`src/aq_pkg.sv`:
```
package aq_pkg;

    ////////////////////////////////////////////////////////////
    // I/O port map
    ////////////////////////////////////////////////////////////
    localparam logic [7:0] PORT_BANK0    = 8'hF0;
    localparam logic [7:0] PORT_BANK1    = 8'hF1;
    localparam logic [7:0] PORT_BANK2    = 8'hF2;
    localparam logic [7:0] PORT_BANK3    = 8'hF3;
    localparam logic [7:0] PORT_SYSCTRL  = 8'hFB;  // Turbo and register disable
    localparam logic [7:0] PORT_CASSETTE = 8'hFC;
    localparam logic [7:0] PORT_PRINTER  = 8'hFE;
    localparam logic [7:0] PORT_KEYBOARD = 8'hFF;  // Matrix row select on A15..A8

    ////////////////////////////////////////////////////////////
    // External memory pages (16 KB each, 64 in total)
    ////////////////////////////////////////////////////////////
    localparam logic [5:0] PAGE_CART_FIRST = 6'd16;
    localparam logic [5:0] PAGE_CART_LAST  = 6'd19;

    // RAM runs from here to page 63 with system RAM in the first page
    localparam logic [5:0] PAGE_RAM_FIRST  = 6'd32;

    // 2 KB block at the top of a window that shows system RAM when overlay is on
    localparam logic [2:0] SYSRAM_BLOCK    = 3'd7;

    ////////////////////////////////////////////////////////////
    // Bank register layout
    ////////////////////////////////////////////////////////////
    localparam int BANK_RO_BIT      = 7;  // Write protect
    localparam int BANK_OVERLAY_BIT = 6;  // System RAM overlay enable
    localparam int BANK_PAGE_W      = 6;  // Page number field

    // Power-up mapping is page 0 with RO and overlay, RAM pages 33 and 34 and cart page 19
    localparam logic [7:0] BANK0_RESET = 8'hC0;
    localparam logic [7:0] BANK1_RESET = 8'h21;
    localparam logic [7:0] BANK2_RESET = 8'h22;
    localparam logic [7:0] BANK3_RESET = 8'h13;

    ////////////////////////////////////////////////////////////
    // Decoded I/O select
    ////////////////////////////////////////////////////////////
    typedef enum logic [3:0] {
        IO_NONE,
        IO_BANK0,
        IO_BANK1,
        IO_BANK2,
        IO_BANK3,
        IO_SYSCTRL,
        IO_CASSETTE,
        IO_PRINTER,
        IO_KEYBOARD
    } io_sel_e;

endpackage

```
`src/aq_bus_top.sv`:
```
`timescale 1ns/1ps

module aq_bus_top #(
    parameter int SYNC_STAGES = 3
) (
    input  logic        clk,
    input  logic        reset,

    // Z80 bus
    input  logic [15:0] addr,
    input  logic [7:0]  d_in,
    input  logic        rd_n,
    input  logic        wr_n,
    input  logic        mreq_n,
    input  logic        iorq_n,
    output logic [7:0]  d_out,
    output logic        d_oe,      // Drive d_out onto the bus

    // External memory
    output logic        ram_ce_n,  // 512 KB RAM
    output logic        cart_ce_n,
    output logic        ram_we_n,
    output logic [4:0]  ba,

    // Keyboard, cassette, printer
    input  logic [63:0] keys,
    input  logic        cassette_in,
    input  logic        printer_in,
    output logic        cassette_out,
    output logic        printer_out,

    output logic        turbo      // To the clock generator
);

    logic            bus_write;
    logic [7:0]      wrdata;
    logic            cassette_sync;
    logic            printer_sync;
    aq_pkg::io_sel_e io_sel;
    logic [7:0]      bank0;
    logic [7:0]      bank1;
    logic [7:0]      bank2;
    logic [7:0]      bank3;
    logic            dis_regs;

    ////////////////////////////////////////////////////////////
    // Bus front end
    ////////////////////////////////////////////////////////////
    bus_sync #(
        .SYNC_STAGES(SYNC_STAGES)
    ) u_bus_sync (
        .clk(clk),
        .reset(reset),
        .rd_n(rd_n),
        .wr_n(wr_n),
        .d_in(d_in),
        .cassette_in(cassette_in),
        .printer_in(printer_in),
        .bus_write(bus_write),
        .wrdata(wrdata),
        .cassette_sync(cassette_sync),
        .printer_sync(printer_sync)
    );

    io_decode u_io_decode (
        .iorq_n(iorq_n),
        .addr_lo(addr[7:0]),
        .dis_regs(dis_regs),
        .io_sel(io_sel)
    );

    ////////////////////////////////////////////////////////////
    // Memory mapping
    ////////////////////////////////////////////////////////////
    mem_map u_mem_map (
        .mreq_n(mreq_n),
        .wr_n(wr_n),
        .addr(addr),
        .bank0(bank0),
        .bank1(bank1),
        .bank2(bank2),
        .bank3(bank3),
        .ram_ce_n(ram_ce_n),
        .cart_ce_n(cart_ce_n),
        .ram_we_n(ram_we_n),
        .ba(ba)
    );

    ////////////////////////////////////////////////////////////
    // Registers and read back
    ////////////////////////////////////////////////////////////
    ctrl_regs u_ctrl_regs (
        .clk(clk),
        .reset(reset),
        .bus_write(bus_write),
        .wrdata(wrdata),
        .io_sel(io_sel),
        .bank0(bank0),
        .bank1(bank1),
        .bank2(bank2),
        .bank3(bank3),
        .dis_regs(dis_regs),
        .turbo(turbo),
        .cassette_out(cassette_out),
        .printer_out(printer_out)
    );

    read_mux u_read_mux (
        .rd_n(rd_n),
        .addr_hi(addr[15:8]),      // Keyboard row select
        .io_sel(io_sel),
        .bank0(bank0),
        .bank1(bank1),
        .bank2(bank2),
        .bank3(bank3),
        .dis_regs(dis_regs),
        .turbo(turbo),
        .cassette_sync(cassette_sync),
        .printer_sync(printer_sync),
        .keys(keys),
        .d_out(d_out),
        .d_oe(d_oe)
    );

endmodule

```
`src/bus_sync.sv`:
```
`timescale 1ns/1ps

module bus_sync #(
    parameter int SYNC_STAGES = 3  // At least 3
) (
    input  logic       clk,
    input  logic       reset,
    input  logic       rd_n,
    input  logic       wr_n,
    input  logic [7:0] d_in,
    input  logic       cassette_in,
    input  logic       printer_in,
    output logic       bus_write,
    output logic [7:0] wrdata,
    output logic       cassette_sync,
    output logic       printer_sync
);

    logic [SYNC_STAGES-1:0] wr_n_sr;     // Index 0 is the newest sample
    logic [SYNC_STAGES-1:0] cassette_sr;
    logic [SYNC_STAGES-1:0] printer_sr;

    ////////////////////////////////////////////////////////////
    // Write strobe
    ////////////////////////////////////////////////////////////
    always_ff @(posedge clk or posedge reset) begin
        if (reset) begin
            wr_n_sr <= '1;                // Strobe idles high
        end else begin
            wr_n_sr <= {wr_n_sr[SYNC_STAGES-2:0], wr_n};
        end
    end

    // One pulse per falling edge, seen at the two oldest taps
    assign bus_write = wr_n_sr[SYNC_STAGES-1] & ~wr_n_sr[SYNC_STAGES-2];

    // Latch the bus data for as long as the CPU drives it
    always_ff @(posedge clk or posedge reset) begin
        if (reset) begin
            wrdata <= 8'h00;
        end else if (!wr_n && rd_n) begin  // Ignore a clash with a read
            wrdata <= d_in;
        end
    end

    ////////////////////////////////////////////////////////////
    // Slow inputs
    ////////////////////////////////////////////////////////////
    always_ff @(posedge clk or posedge reset) begin
        if (reset) begin
            cassette_sr <= '0;
            printer_sr  <= '0;
        end else begin
            cassette_sr <= {cassette_sr[SYNC_STAGES-2:0], cassette_in};
            printer_sr  <= {printer_sr[SYNC_STAGES-2:0], printer_in};
        end
    end

    assign cassette_sync = cassette_sr[SYNC_STAGES-1];
    assign printer_sync  = printer_sr[SYNC_STAGES-1];

endmodule

```
`src/ctrl_regs.sv`:
```
`timescale 1ns/1ps

module ctrl_regs (
    input  logic            clk,
    input  logic            reset,
    input  logic            bus_write,
    input  logic [7:0]      wrdata,
    input  aq_pkg::io_sel_e io_sel,
    output logic [7:0]      bank0,
    output logic [7:0]      bank1,
    output logic [7:0]      bank2,
    output logic [7:0]      bank3,
    output logic            dis_regs,
    output logic            turbo,
    output logic            cassette_out,
    output logic            printer_out
);

    ////////////////////////////////////////////////////////////
    // Bank registers
    ////////////////////////////////////////////////////////////
    always_ff @(posedge clk or posedge reset) begin
        if (reset) begin
            bank0 <= aq_pkg::BANK0_RESET;
            bank1 <= aq_pkg::BANK1_RESET;
            bank2 <= aq_pkg::BANK2_RESET;
            bank3 <= aq_pkg::BANK3_RESET;
        end else if (bus_write) begin
            case (io_sel)
                aq_pkg::IO_BANK0: bank0 <= wrdata;
                aq_pkg::IO_BANK1: bank1 <= wrdata;
                aq_pkg::IO_BANK2: bank2 <= wrdata;
                aq_pkg::IO_BANK3: bank3 <= wrdata;
                default: ;
            endcase
        end
    end

    ////////////////////////////////////////////////////////////
    // System control, cassette and printer
    ////////////////////////////////////////////////////////////
    always_ff @(posedge clk or posedge reset) begin
        if (reset) begin
            dis_regs     <= 1'b0;
            turbo        <= 1'b0;
            cassette_out <= 1'b0;
            printer_out  <= 1'b0;
        end else if (bus_write) begin
            case (io_sel)
                aq_pkg::IO_SYSCTRL: begin
                    turbo    <= wrdata[2];  // Bit 1 was the PSG disable
                    dis_regs <= wrdata[0];
                end
                aq_pkg::IO_CASSETTE: begin
                    cassette_out <= wrdata[0];
                end
                aq_pkg::IO_PRINTER: begin
                    printer_out <= wrdata[0];
                end
                default: ;
            endcase
        end
    end

endmodule

```
`src/io_decode.sv`:
```
`timescale 1ns/1ps

module io_decode (
    input  logic            iorq_n,
    input  logic [7:0]      addr_lo,
    input  logic            dis_regs,
    output aq_pkg::io_sel_e io_sel
);

    aq_pkg::io_sel_e port_sel;  // Raw match on the address byte
    logic            is_bank;

    ////////////////////////////////////////////////////////////
    // Address match
    ////////////////////////////////////////////////////////////
    always_comb begin
        case (addr_lo)
            aq_pkg::PORT_BANK0:    port_sel = aq_pkg::IO_BANK0;
            aq_pkg::PORT_BANK1:    port_sel = aq_pkg::IO_BANK1;
            aq_pkg::PORT_BANK2:    port_sel = aq_pkg::IO_BANK2;
            aq_pkg::PORT_BANK3:    port_sel = aq_pkg::IO_BANK3;
            aq_pkg::PORT_SYSCTRL:  port_sel = aq_pkg::IO_SYSCTRL;
            aq_pkg::PORT_CASSETTE: port_sel = aq_pkg::IO_CASSETTE;
            aq_pkg::PORT_PRINTER:  port_sel = aq_pkg::IO_PRINTER;
            aq_pkg::PORT_KEYBOARD: port_sel = aq_pkg::IO_KEYBOARD;
            default:               port_sel = aq_pkg::IO_NONE;
        endcase
    end

    assign is_bank = (port_sel == aq_pkg::IO_BANK0) ||
                     (port_sel == aq_pkg::IO_BANK1) ||
                     (port_sel == aq_pkg::IO_BANK2) ||
                     (port_sel == aq_pkg::IO_BANK3);

    ////////////////////////////////////////////////////////////
    // Qualify with the I/O strobe
    ////////////////////////////////////////////////////////////
    // Bank ports hide behind dis_regs, sysctrl stays open to clear it again
    always_comb begin
        if (iorq_n) begin
            io_sel = aq_pkg::IO_NONE;
        end else if (is_bank && dis_regs) begin
            io_sel = aq_pkg::IO_NONE;
        end else begin
            io_sel = port_sel;
        end
    end

endmodule

```
`src/mem_map.sv`:
```
`timescale 1ns/1ps

module mem_map (
    input  logic        mreq_n,
    input  logic        wr_n,
    input  logic [15:0] addr,
    input  logic [7:0]  bank0,
    input  logic [7:0]  bank1,
    input  logic [7:0]  bank2,
    input  logic [7:0]  bank3,
    output logic        ram_ce_n,
    output logic        cart_ce_n,
    output logic        ram_we_n,
    output logic [4:0]  ba
);

    logic [7:0]                     bank;
    logic [aq_pkg::BANK_PAGE_W-1:0] page;
    logic                           bank_ro;
    logic                           bank_overlay;
    logic                           sysram_hit;
    logic                           allow_mem;
    logic                           sel_cart;
    logic                           sel_ram;

    ////////////////////////////////////////////////////////////
    // Bank register for the current 16 KB window
    ////////////////////////////////////////////////////////////
    always_comb begin
        case (addr[15:14])
            2'd0:    bank = bank0;
            2'd1:    bank = bank1;
            2'd2:    bank = bank2;
            default: bank = bank3;
        endcase
    end

    assign page         = bank[aq_pkg::BANK_PAGE_W-1:0];
    assign bank_ro      = bank[aq_pkg::BANK_RO_BIT];
    assign bank_overlay = bank[aq_pkg::BANK_OVERLAY_BIT];

    // Top 2 KB of the window goes to system RAM when overlay is set
    assign sysram_hit = !mreq_n && bank_overlay && (addr[13:11] == aq_pkg::SYSRAM_BLOCK);

    ////////////////////////////////////////////////////////////
    // Region decode
    ////////////////////////////////////////////////////////////
    // Writes into a read-only bank select nothing
    assign allow_mem = !mreq_n && !sysram_hit && (wr_n || !bank_ro);

    assign sel_cart = allow_mem &&
                      (page >= aq_pkg::PAGE_CART_FIRST) &&
                      (page <= aq_pkg::PAGE_CART_LAST);

    assign sel_ram = (allow_mem && (page >= aq_pkg::PAGE_RAM_FIRST)) || sysram_hit;

    ////////////////////////////////////////////////////////////
    // External chip controls
    ////////////////////////////////////////////////////////////
    assign ram_ce_n  = !sel_ram;
    assign cart_ce_n = !sel_cart;
    assign ram_we_n  = !(!wr_n && (sysram_hit || (sel_ram && !bank_ro)));

    // System RAM lives in page 32, low bits zero
    assign ba = sysram_hit ? 5'd0 : page[4:0];

endmodule

```
`src/read_mux.sv`:
```
`timescale 1ns/1ps

module read_mux (
    input  logic            rd_n,
    input  logic [7:0]      addr_hi,
    input  aq_pkg::io_sel_e io_sel,
    input  logic [7:0]      bank0,
    input  logic [7:0]      bank1,
    input  logic [7:0]      bank2,
    input  logic [7:0]      bank3,
    input  logic            dis_regs,
    input  logic            turbo,
    input  logic            cassette_sync,
    input  logic            printer_sync,
    input  logic [63:0]     keys,
    output logic [7:0]      d_out,
    output logic            d_oe
);

    logic [7:0] key_data;

    ////////////////////////////////////////////////////////////
    // Keyboard matrix scan
    ////////////////////////////////////////////////////////////
    // A low address bit selects its row, keys are active low
    always_comb begin
        key_data = 8'hFF;
        for (int row = 0; row < 8; row++) begin
            if (!addr_hi[row]) begin
                key_data = key_data & keys[row*8 +: 8];
            end
        end
    end

    ////////////////////////////////////////////////////////////
    // Read data
    ////////////////////////////////////////////////////////////
    always_comb begin
        case (io_sel)
            aq_pkg::IO_BANK0:    d_out = bank0;
            aq_pkg::IO_BANK1:    d_out = bank1;
            aq_pkg::IO_BANK2:    d_out = bank2;
            aq_pkg::IO_BANK3:    d_out = bank3;
            aq_pkg::IO_SYSCTRL:  d_out = {5'b0, turbo, 1'b0, dis_regs};
            aq_pkg::IO_CASSETTE: d_out = {7'b0, ~cassette_sync};  // Input is inverted
            aq_pkg::IO_PRINTER:  d_out = {7'b0, printer_sync};
            aq_pkg::IO_KEYBOARD: d_out = key_data;
            default:             d_out = 8'h00;
        endcase
    end

    assign d_oe = !rd_n && (io_sel != aq_pkg::IO_NONE);

endmodule

```
`config.mk`:
```
export PLATFORM = sky130hd
export DESIGN_NAME = aq_bus_top
export DESIGN_NICKNAME = d
export VERILOG_FILES = /design/src/aq_pkg.sv /design/src/aq_bus_top.sv /design/src/bus_sync.sv /design/src/ctrl_regs.sv /design/src/io_decode.sv /design/src/mem_map.sv /design/src/read_mux.sv
export SDC_FILE = /design/constraint.sdc
export NUM_CORES = 1
export LEC_CHECK = 0
export BUFFER_PORTS_ARGS = -buffer_cell sky130_fd_sc_hd__buf_2
export CAP_MARGIN = 20
export CORE_MARGIN = 3
export CORE_UTILIZATION = 45
export CTS_CLUSTER_SIZE = 30
export DETAILED_ROUTE_END_ITERATION = 10
export HOLD_SLACK_MARGIN = 0.06
export PLACE_DENSITY = 0.82
export RECOVER_POWER = 100
export SETUP_SLACK_MARGIN = 0.15
export SLEW_MARGIN = 20
export SYNTH_ARGS = -nofsm -noshare
export SYNTH_HDL_FRONTEND = slang
export SYNTH_HIERARCHICAL = 1
export SYNTH_SLANG_ARGS = --single-unit
```
`constraint.sdc`:
```
create_clock -name clk -period 2.4 [get_ports clk]
set_clock_uncertainty 0.15 [all_clocks]
set_input_delay 0.24 -clock clk [delete_from_list [all_inputs] [get_ports clk]]
set_output_delay 0.24 -clock clk [all_outputs]
set_load 0.01 [all_outputs]
```
==> metrics.md, run 1 <==
| Metric | Value |
|---|---|
| Antenna violations before repair | `0` |
| Crit path kind | `reg2out` |
| Mapped Cells | `approximately 250` |
| Status | `complete, but fails checks` |
| Worst skew pair latency | `0.31 ns` |
| Die Span X | `about 89 um` |
| Static Leak | `between 2 and 2.5 nW` |
| CP Launch Type | `flop` |
| Post-Syn Area | `about 3100 um^2` |
| CP arrival | `2.41 ns` |
| EDFF count, synth | `0` |
| H-tree depth | `2` |
| Syn Nets | `approximately 350` |
| Via count | `between 2000 and 3000` |
| Die Area | `around 7900 um^2` |
| Final Hold Fails | `0` |
| Share of cells above drive strength 1 | `around three fifths` |
| XOR/XNOR share of the synthesized area | `0.283%` |
| Core Rows | `29` |
| Part of the Yosys area used for sequential elements | `43.3%` |
| # IOs | `between 100 and 150` |
| Post-DP HPWL | `slightly below 7 mm` |
| Crit end category | `primary output` |
| Register share of total power | `around 56%` |
| Area after DPL | `3960 um^2` |
| Largest net degree at the start of global routing | `37` |
| Pre-CTS WS | `-0.141 ns` |
| Core ar. | `6490 um^2` |
| Maxcap violations | `0` |
| First-pass GRT wire length | `between 10 and 15 mm` |
| Max-slew headroom | `between 30% and 40%` |
| Cells after DPL | `451` |
| Int Pwr | `1.32 mW` |
| Main combinational cell family by area after synthesis | `multiplexers` |
| Yosys warning total | `6` |
| Worst hold slack | `between 0.2 and 0.25 ns` |
| Remaining DRCs | `0` |
| Filler Cells Inserted | `a little under 500` |
| Switching Share | `26.9%` |
| Critical Path Fanout Max | `5` |
| Switch Pwr | `approximately 0.48 mW` |
| Worst slew pin tran | `between 0.9 and 1 ns` |
| Post-route setup slack | `-0.397 ns` |
| Root Driver | `clkbuf_8` |
| Final Cycle Share | `117%` |
| Grt ovf | `0` |
| CTS tree | `yes` |
| Iteration-0 DRC Markers | `about 120` |
| Post-synthesis mux area share | `between 20% and 30%` |
| DR vias/cell | `around 5.8` |
| Clock power share | `between 20% and 30%` |
| FMAX | `around 0.36 GHz` |
| Async set or reset register ratio after synthesis | `100%` |
| Total track usage | `~22%` |
| CTS clk-pin slew, worst paths | `0.09 ns` |
| Routability cong. | `just over 0.8` |
| R2R Path Start | `u_ctrl_regs/dis_regs` |
| Seq cells post-synth | `53` |
| Required @ worst endpoint | `~2 ns` |
| Worst vdd ir | `between 0.3 and 0.4 mV` |
| RR Endpoint | `u_ctrl_regs/bank3[5]` |
| Area growth from synthesis to final layout | `39.7%` |
| Number of global-route vias before repair | `approximately 2700` |
| Height of the die | `89.0 um` |
| Final setup fails | `25` |
| Max clock buf depth | `2` |
| Finished Cell Area | `around 4300 um^2` |
| Synth Area in Compound Gates | `between 10% and 20%` |
| Crit path capture | `d_out[0]` |
| Post-Synth Simple-Gate Area | `between 10% and 20%` |
| Net count, final | `493` |
| Origin of the worst setup path | `u_ctrl_regs/dis_regs` |
| Final antenna diode count | `0` |
| Syn_area_per_cell | `around 12 um^2` |
| Final setup TNS | `-3.73 ns` |
| PD cells | `~420 nW/um^2` |
| RSZ-0062 raised after global routing | `true` |
| Drt wl/cell | `19.1 um` |
| HP Class | `reg2reg` |
| Met3 wire len | `approximately 740 um` |
| Metal-1 WL | `approximately 3.6 mm` |
| First-pass DRT Iterations | `4` |
| Combinational share of power | `between 15 and 20%` |
| Post-synth cell types | `between 40 and 50` |
| Initial Util | `a little under half` |
| Top layer in use | `met4` |
| Flop2flop setup slack | `-0.09 ns` |
| Port bufs | `115` |
| Main synth FF type | `dfrtp_1` |
| Synth Area in Adders | `0%` |
| Remaining antenna violation count | `0` |
| Final wirelength | `a little over 9 mm` |
| Post-route insts no fill | `about 480` |
| Clock buffer count from CTS | `5` |
| Worst Reg2Reg Path Length in Cells | `9` |
| CTS Sinks | `53` |
| Final Critical Period | `2.80 ns` |
| Final slew viol count | `0` |
| Met2 wire len | `4.59 mm` |
| Failing checks | `negative setup slack` |
-- per-layer routing --
metal,up-vias,global-route usage [%]
li1,1286,-
met2,127,39.7
met1,1341,25.9
met5,-,0
met3,13,4.70
met4,0,8.12
-- final cells by class --
type                            count  area, um^2  share of cell area (%)
Clock inverter                      3        25.0                   0.578
Clock buffer                        5        68.8                    1.59
Tap cell                           77        96.3                    2.23
Inverter                            4        15.0                   0.347
Timing Repair Buffer              159         991                    22.9
Multi-Input combinational cell    174        1790                    41.4
Sequential cell                    53        1340                    31.0
-- synthesized netlist by cell type, types with 5 or more instances --
library cell / number / area [um^2]
a22oi_1: 5 / 37.5
buf_6: 5 / 56.3
clkbuf_1: 5 / 18.8
dfrtp_1: 41 / 1030
dfstp_2: 12 / 315
mux2_2: 28 / 315
mux2_4: 16 / 240
mux4_2: 7 / 158
nand2_1: 16 / 60.1
nand4_1: 6 / 37.5
nor2b_1: 8 / 50.1
o221ai_1: 8 / 70.1
o22ai_1: 24 / 150
or4_1: 9 / 67.6
-- what timing repair did --
action	CTS	global route
gates resized for setup	31	10
pin swaps	9	3
setup endpoints to repair	43	47
setup buffers	3	1
hold endpoints to repair	52	0
hold buffers	12	0
-- registers in the layout, summed over array words and instances, names as in the netlist, 3 cells and up --
name                    flops
u_ctrl_regs/bank1           8
u_bus_sync/printer_sr       3
u_bus_sync/cassette_sr      3
u_ctrl_regs/bank0           8
u_ctrl_regs/bank2           8
u_ctrl_regs/bank3           8
u_bus_sync/wr_n_sr          3
u_bus_sync/wrdata           8
-- worst max-delay path, stage by stage, from the launching register on --
cell and delay, ns:
dfrtp_1 0.41, or4_4 0.44, a31oi_4 0.29, buf_6 0.16
nor4b_4 0.05, a222oi_1 0.36, buf_4 0.19, nand3_2 0.07
buf_6 0.12
-- kinds of logic after synthesis --
| group | Yosys count |
|---|---|
| flip-flops | 53 |
| buffers and inverters | 22 |
| XOR/XNOR | 1 |
| multiplexers | 53 |
| AO/OA/AOI/OAI | 47 |
| AND/OR/NAND/NOR | 73 |
-- power groups by stage --
stage / Sequential, mW / Combinational [mW] / Clock [mW]
3_3_place_gp: 1.01 / 0.267 / 0
3_5_place_dp: 1.02 / 0.276 / 0
5_1_grt: 1.01 / 0.306 / 0.567
6_report: 1.00 / 0.285 / 0.513
4_1_cts: 1.00 / 0.297 / 0.530
2_1_floorplan: 0.995 / 0.160 / 0
-- per-stage QoR --
| stage | power, mW | util, % |
|---|---|---|
| floorplan | 1.16 | - |
| global placement | 1.28 | 60.9 |
| detailed placement | 1.29 | 60.9 |
| CTS | 1.83 | 66.9 |
| global route | 1.88 | 66.7 |
| finish | 1.80 | 66.7 |
-- cells in the final DEF (no fill, tap or decap), types with 12 or more instances in the layout --
cell / instances
dfrtp_1: 41
buf_4: 18
buf_2: 103
nand2_1: 16
buf_6: 14
mux2_2: 31
dfstp_2: 12
dlygate4sd3_1: 12
o22ai_1: 24
mux2_4: 12
-- worst min-delay path by stage --
stage | start | endpoint | slack, ns | cells after the start
final | u_bus_sync/wr_n_sr[0] | u_bus_sync/wr_n_sr[1] | 0.21 | 0
after global routing | u_bus_sync/wr_n_sr[0] | u_bus_sync/wr_n_sr[1] | 0.21 | 0
after CTS | u_bus_sync/wr_n_sr[0] | u_bus_sync/wr_n_sr[1] | 0.21 | 0
after detailed placement | u_bus_sync/cassette_sr[1] | u_bus_sync/cassette_sr[2] | 0.19 | 0
after global placement | u_bus_sync/cassette_sr[1] | u_bus_sync/cassette_sr[2] | 0.18 | 0
after floorplan | reset | u_bus_sync/cassette_sr[0] | 0.01 | 1
No activity file was read; power rests on OpenSTA's default activity.
==> run 2, diff against run 1 <==
--- a/config.mk
+++ b/config.mk
@@ -11,6 +11,7 @@
 export CORE_UTILIZATION = 45
 export CTS_CLUSTER_SIZE = 30
 export DETAILED_ROUTE_END_ITERATION = 10
+export GPL_TIMING_DRIVEN = 0
 export HOLD_SLACK_MARGIN = 0.06
 export PLACE_DENSITY = 0.82
 export RECOVER_POWER = 100
==> run 2 against run 1 <==
  * Via count increased by 1.7%
  * The run still ends with negative setup slack left
  * Count of clock-buffer cells in the layout is the same
  * Critical path type unchanged
  * Hold slack got worse by 0.0033 ns
==> metrics.md, run 2 (same netlist as run 1, synthesis figures left out) <==
| Metric | Value |
|---|---|
| Die Area | `between 7000 and 8000 um^2` |
| Most frequent cells in the layout | `101 x buf_2, 41 x dfrtp_1, 28 x mux2_2` |
| HP Class | `reg2reg` |
| CTS Sinks | `53` |
| PD cells | `417 nW/um^2` |
| Commonest non-fill, non-tap cell in the layout | `buf_2` |
| Routability cong. | `between 0.8 and 0.9` |
| Slowest-stage cell, CP | `a222oi_1` |
| Remaining antenna violation count | `0` |
| Max incr delay on CP | `between 0.5 and 0.6 ns` |
| Static Leak | `2.01 nW` |
| Maxcap violations | `0` |
| CTS clk-pin slew, worst paths | `around 0.090 ns` |
| Final wirelength | `around 8.9 mm` |
| Worst vdd ir | `roughly 0.39 mV` |
| Max clock buf depth | `2` |
| First-pass DRT Iterations | `6` |
| First-pass GRT wire length | `13.1 mm` |
| Iteration-0 DRC Markers | `between 200 and 250` |
| Post-route insts no fill | `474` |
| CP Launch Type | `flop` |
| Final Hold Fails | `0` |
| H-tree depth | `2` |
| Antenna violations before repair | `0` |
| CP top delay family | `compound AO/OA/AOI/OAI gates` |
| Core ar. | `between 6000 and 7000 um^2` |
| Final setup fails | `9` |
| Share of cells above drive strength 1 | `between 50 and 60%` |
| Final slew viol count | `0` |
| Root Driver | `clkbuf_8` |
| Largest net degree at the start of global routing | `37` |
| Port bufs | `110` |
| Max-slew headroom | `11.5%` |
| Finished Cell Area | `between 4000 and 5000 um^2` |
| Height of the die | `around 89 um` |
| Failing checks | `negative setup slack` |
| Critical Path Fanout Max | `6` |
| RSZ-0062 raised after global routing | `true` |
| Clock buffer count from CTS | `5` |
| CP cell instances | `nor2b_2 -> o32a_1 -> nor2_4 -> buf_8 -> buf_6 -> nor3_4 -> a222oi_1 -> nand3_2 -> buf_6` |
| Net count, final | `492` |
| DR vias/cell | `~5.9` |
| Area after DPL | `between 3000 and 4000 um^2` |
| Number of global-route vias before repair | `between 2000 and 3000` |
| Final antenna diode count | `0` |
| Total track usage | `between 20 and 25%` |
| Core Rows | `29` |
| Final Cycle Share | `123%` |
| Critical Path Most Common Cell | `buf_6` |
| Post-route setup slack | `-0.548 ns` |
| Initial Util | `47.7%` |
| CP arrival | `2.56 ns` |
| Cells after DPL | `roughly 440` |
| Die Span X | `89.0 um` |
| Final Critical Period | `~2.9 ns` |
| Crit path kind | `reg2out` |
| Required @ worst endpoint | `2.01 ns` |
| Filler Cells Inserted | `500` |
| Worst skew pair latency | `between 0.3 and 0.4 ns` |
| Remaining DRCs | `0` |
| Pwr Total | `1.79 mW` |
| Worst slew pin tran | `1.33 ns` |
| Area growth from synthesis to final layout | `38.5%` |
| Buffers & Inverters on Critical Path | `3` |
| CTS tree | `yes` |
| Post-DP HPWL | `about 6.5 mm` |
| Drt wl/cell | `about 19 um` |
| # IOs | `~120` |
| Grt ovf | `0` |
| Via count | `2814` |
| FMAX | `0.339 GHz` |
| Crit end category | `primary output` |
| Status | `complete, but fails checks` |
run 2: area by class of cell:
cell class / count / area [um^2] / area share, %
plain buffers: 18 / 133 / 3.09
well taps: 77 / 96.3 / 2.24
flip-flops and latches: 53 / 1340 / 31.3
clock inverters: 3 / 21.3 / 0.496
repair buffers: 140 / 847 / 19.7
multi-input cells: 174 / 1770 / 41.2
clock buffers: 5 / 68.8 / 1.60
inverters: 4 / 15.0 / 0.350
run 2: report_power, final:
| part | switching, mW | total, mW | internal [mW] |
|---|---|---|---|
| logic | 0.130 | 0.287 | 0.156 |
| clock network | 0.297 | 0.504 | 0.207 |
| registers | 0.0512 | 0.999 | 0.948 |
| total | 0.479 | 1.79 | 1.31 |
run 2: timing repair:
action / CTS / global route
setup buffers: 11 / 7
hold endpoints to repair: 52 / 0
endpoints found under the setup margin: 17 / 37
pin swaps: 12 / 10
hold buffers: 12 / 0
gates cloned: 0 / 0
gates resized for setup: 19 / 13
run 2: path summary, 6_finish.rpt:
| path | endpoint | slack (ns) | startpoint | cells after the start |
|---|---|---|---|---|
| min in group asynchronous | u_bus_sync/cassette_sr[0] | 0.39 | reset | 3 |
| max | d_out[0] | -0.55 | u_ctrl_regs/dis_regs | 9 |
| min reg2reg | u_bus_sync/cassette_sr[1] | 0.21 | u_bus_sync/cassette_sr[0] | 0 |
| max in group asynchronous | u_ctrl_regs/bank0[5] | 0.62 | reset | 3 |
| max reg2reg | u_ctrl_regs/bank3[7] | 0 | u_ctrl_regs/dis_regs | 8 |
| min | u_bus_sync/cassette_sr[1] | 0.21 | u_bus_sync/cassette_sr[0] | 0 |
run 2: routing by layer:
metal  vias up  routed length, um  GRT usage, %
met5         -                  0             0
met4         0                142          5.82
met3        14                807          4.52
met2       137               4430          39.3
met1      1388               3540          27.2
li1       1275                  -             -
run 2: stage by stage:
stage | setup WS (ns) | util (%) | hold WS, ns | TNS [ns]
final | -0.548 | 66.1 | 0.207 | -3.93
after global routing | -0.591 | 66.1 | 0.212 | -5.25
after CTS | -0.524 | 65.0 | 0.210 | -4.00
after detailed placement | -0.673 | 59.1 | 0.187 | -4.33
after global placement | -0.641 | 59.1 | 0.184 | -3.96
after floorplan | 0.0646 | - | 0.0139 | 0
==> run 3, diff against run 2 <==
--- a/config.mk
+++ b/config.mk
@@ -11,12 +11,13 @@
 export CORE_UTILIZATION = 45
 export CTS_CLUSTER_SIZE = 30
 export DETAILED_ROUTE_END_ITERATION = 10
+export GPL_ROUTABILITY_DRIVEN = 0
 export GPL_TIMING_DRIVEN = 0
 export HOLD_SLACK_MARGIN = 0.06
 export PLACE_DENSITY = 0.82
 export RECOVER_POWER = 100
 export SETUP_SLACK_MARGIN = 0.15
-export SLEW_MARGIN = 20
+export SKIP_CTS_REPAIR_TIMING = 1
 export SYNTH_ARGS = -nofsm -noshare
 export SYNTH_HDL_FRONTEND = slang
 export SYNTH_HIERARCHICAL = 1
==> run 3 against run 2 <==
  * The flow still finishes with violations (negative setup slack)
  * Wire length decreased by 0.35%
  * Combinational power about the same
  * Core utilization decreased by 0.89 points
  * Die area unchanged
  * Hold slack improved by 0.0029 ns
  * Critical path type unchanged
==> metrics.md, run 3 (same netlist as run 1, synthesis figures left out) <==
| Metric | Value |
|---|---|
| Pre-CTS WS | `-0.651 ns` |
| CTS clk-pin slew, worst paths | `about 0.10 ns` |
| Grt peak-use layer | `met2` |
| Final antenna diode count | `0` |
| Switch Pwr | `between 0.4 and 0.5 mW` |
| Max incr delay on CP | `approximately 0.44 ns` |
| Height of the die | `around 89 um` |
| Die Area | `7920 um^2` |
| Worst skew pair latency | `0.31 ns` |
| Clock power share | `28.6%` |
| Maxcap violations | `0` |
| Cells after DPL | `between 400 and 500` |
| First-pass DRT Iterations | `5` |
| Critical Path Fanout Max | `8` |
| Met1 global-route usage | `26.3%` |
| Die Span X | `about 90 um` |
| Area after DPL | `3850 um^2` |
| Root Driver | `clkbuf_8` |
| H-tree depth | `2` |
| CTS tree | `yes` |
| Final setup fails | `9` |
| CP cell instances | `or4_4 -> a31oi_4 -> buf_8 -> nor4b_4 -> buf_6 -> a222oi_1 -> nand3_2 -> buf_2` |
| Final Hold Fails | `0` |
| Buffers & Inverters on Critical Path | `3` |
| Slowest-stage cell, CP | `dfrtp_1` |
| HP Class | `reg2reg` |
| Net count, final | `~500` |
| Final core occ | `65.2%` |
| First-pass GRT wire length | `~13 mm` |
| PD cells | `424 nW/um^2` |
| Combinational share of power | `between 10% and 20%` |
| Finished Cell Area | `around 4200 um^2` |
| Hold Path Origin | `u_bus_sync/cassette_sr[0]` |
| # IOs | `between 100 and 150` |
| Required @ worst endpoint | `approximately 2.0 ns` |
| Crit path kind | `reg2out` |
| Grt ovf | `0` |
| Final slew viol count | `0` |
| Core Rows | `29` |
| Remaining antenna violation count | `0` |
| CP arrival | `between 2 and 3 ns` |
| Static Leak | `between 1.5 and 2 nW` |
| Via count | `between 2000 and 3000` |
| Most frequent cells in the layout | `102 x buf_2, 41 x dfrtp_1, 28 x mux2_2` |
| Worst Reg2Reg Path Length in Cells | `8` |
| DR vias/cell | `just under 6` |
| Worst hold slack | `about 0.21 ns` |
| FMAX | `0.339 GHz` |
| R2R Path Start | `u_ctrl_regs/dis_regs` |
| Total track usage | `a little over a fifth` |
| Core ar. | `about 6500 um^2` |
| Final Critical Period | `2.95 ns` |
| CP Launch Type | `flop` |
| Drt wl/cell | `18.9 um` |
| Max clock buf depth | `2` |
| Hold Path Depth | `0` |
| Post-route setup slack | `-0.548 ns` |
| Met3 global-route usage | `3.69%` |
| Antenna violations before repair | `0` |
| RR Endpoint | `u_ctrl_regs/bank3[6]` |
| Met2 GRT Util | `between 30% and 40%` |
| Post-DP HPWL | `about 6.6 mm` |
| Final wirelength | `~8.9 mm` |
| CP Depth | `8` |
| Post-route insts no fill | `470` |
| Crit end category | `primary output` |
| Status | `complete, but fails checks` |
| Worst vdd ir | `~0.41 mV` |
| Worst slew pin tran | `around 0.9 ns` |
| Endpoint, Worst Hold | `u_bus_sync/cassette_sr[1]` |
| Commonest non-fill, non-tap cell in the layout | `buf_2` |
| Largest net degree at the start of global routing | `24` |
| Number of global-route vias before repair | `roughly 2500` |
| Flop2flop setup slack | `roughly 0.030 ns` |
| CP top delay family | `compound AO/OA/AOI/OAI gates` |
| Switching Share | `between 20% and 30%` |
| Max-slew headroom | `between 40% and 50%` |
| Remaining DRCs | `0` |
| Int Pwr | `between 1 and 1.5 mW` |
| Share of cells above drive strength 1 | `57.0%` |
| Final Cycle Share | `123%` |
| Failing checks | `negative setup slack` |
| Port bufs | `110` |
| RSZ-0062 raised after global routing | `true` |
| Area growth from synthesis to final layout | `36.7%` |
| Register share of total power | `approximately 56%` |
| CTS Sinks | `53` |
| Iteration-0 DRC Markers | `around 190` |
| Clock buffer count from CTS | `5` |
| Initial Util | `between 40% and 50%` |
-- run 3: changes by cell type in the layout (fill, tap and decap cells not counted), moves of 2 or more --
cell	change
a21oi_2	-2
buf_8	+2
buf_6	-7
a21oi_1	+2
-- run 3: worst max path at each step --
stage	start	end	slack (ns)
floorplan	addr[6]	d_out[1]	0.06
global placement	addr[6]	d_out[0]	-0.64
detailed placement	addr[6]	d_out[0]	-0.65
CTS	u_ctrl_regs/dis_regs	d_out[0]	-0.94
global route	u_ctrl_regs/dis_regs	d_out[5]	-0.67
finish	u_ctrl_regs/dis_regs	d_out[0]	-0.55
-- run 3: stage by stage --
step / setup TNS [ns] / total power [mW]
6_report: -3.99 / 1.80
3_3_place_gp: -3.96 / 1.28
5_1_grt: -5.32 / 1.88
3_5_place_dp: -4.18 / 1.29
4_1_cts: -6.47 / 1.80
2_1_floorplan: 0 / 1.16
-- run 3: layer usage --
metal	routed length, um	part of all wire (%)	vias up
li1	-	-	1261
met1	3400	38	1366
met2	4540	51	149
met3	875	9.8	7
met4	67	0.75	0
met5	0	0	-
-- run 3: layout make-up --
| class | count | area [um^2] |
|---|---|---|
| Inverter | 4 | 15.0 |
| Clock inverter | 3 | 25.0 |
| Fill cell | 492 | 2260 |
| Multi-Input combinational cell | 174 | 1760 |
| Clock buffer | 5 | 68.8 |
| Sequential cell | 53 | 1340 |
| Buffer | 18 | 140 |
| Timing Repair Buffer | 136 | 792 |
| Tap cell | 77 | 96.3 |
-- run 3: power groups by stage --
stage          registers [mW]  logic [mW]  clock network (mW)
2_1_floorplan           0.995       0.160                   0
3_3_place_gp             1.01       0.265                   0
3_5_place_dp             1.02       0.277                   0
4_1_cts                 0.999       0.278               0.523
5_1_grt                  1.01       0.307               0.565
6_report                0.999       0.284               0.513
-- run 3: worst register-to-register path: stages (launching register included) --
cell and delay [ns]:
dfrtp_1 0.44, nor2b_4 0.14, o32a_1 0.33, nor2_4 0.15, buf_4 0.15, nand3b_4 0.09
or3_4 0.35, buf_8 0.16, mux2_4 0.30
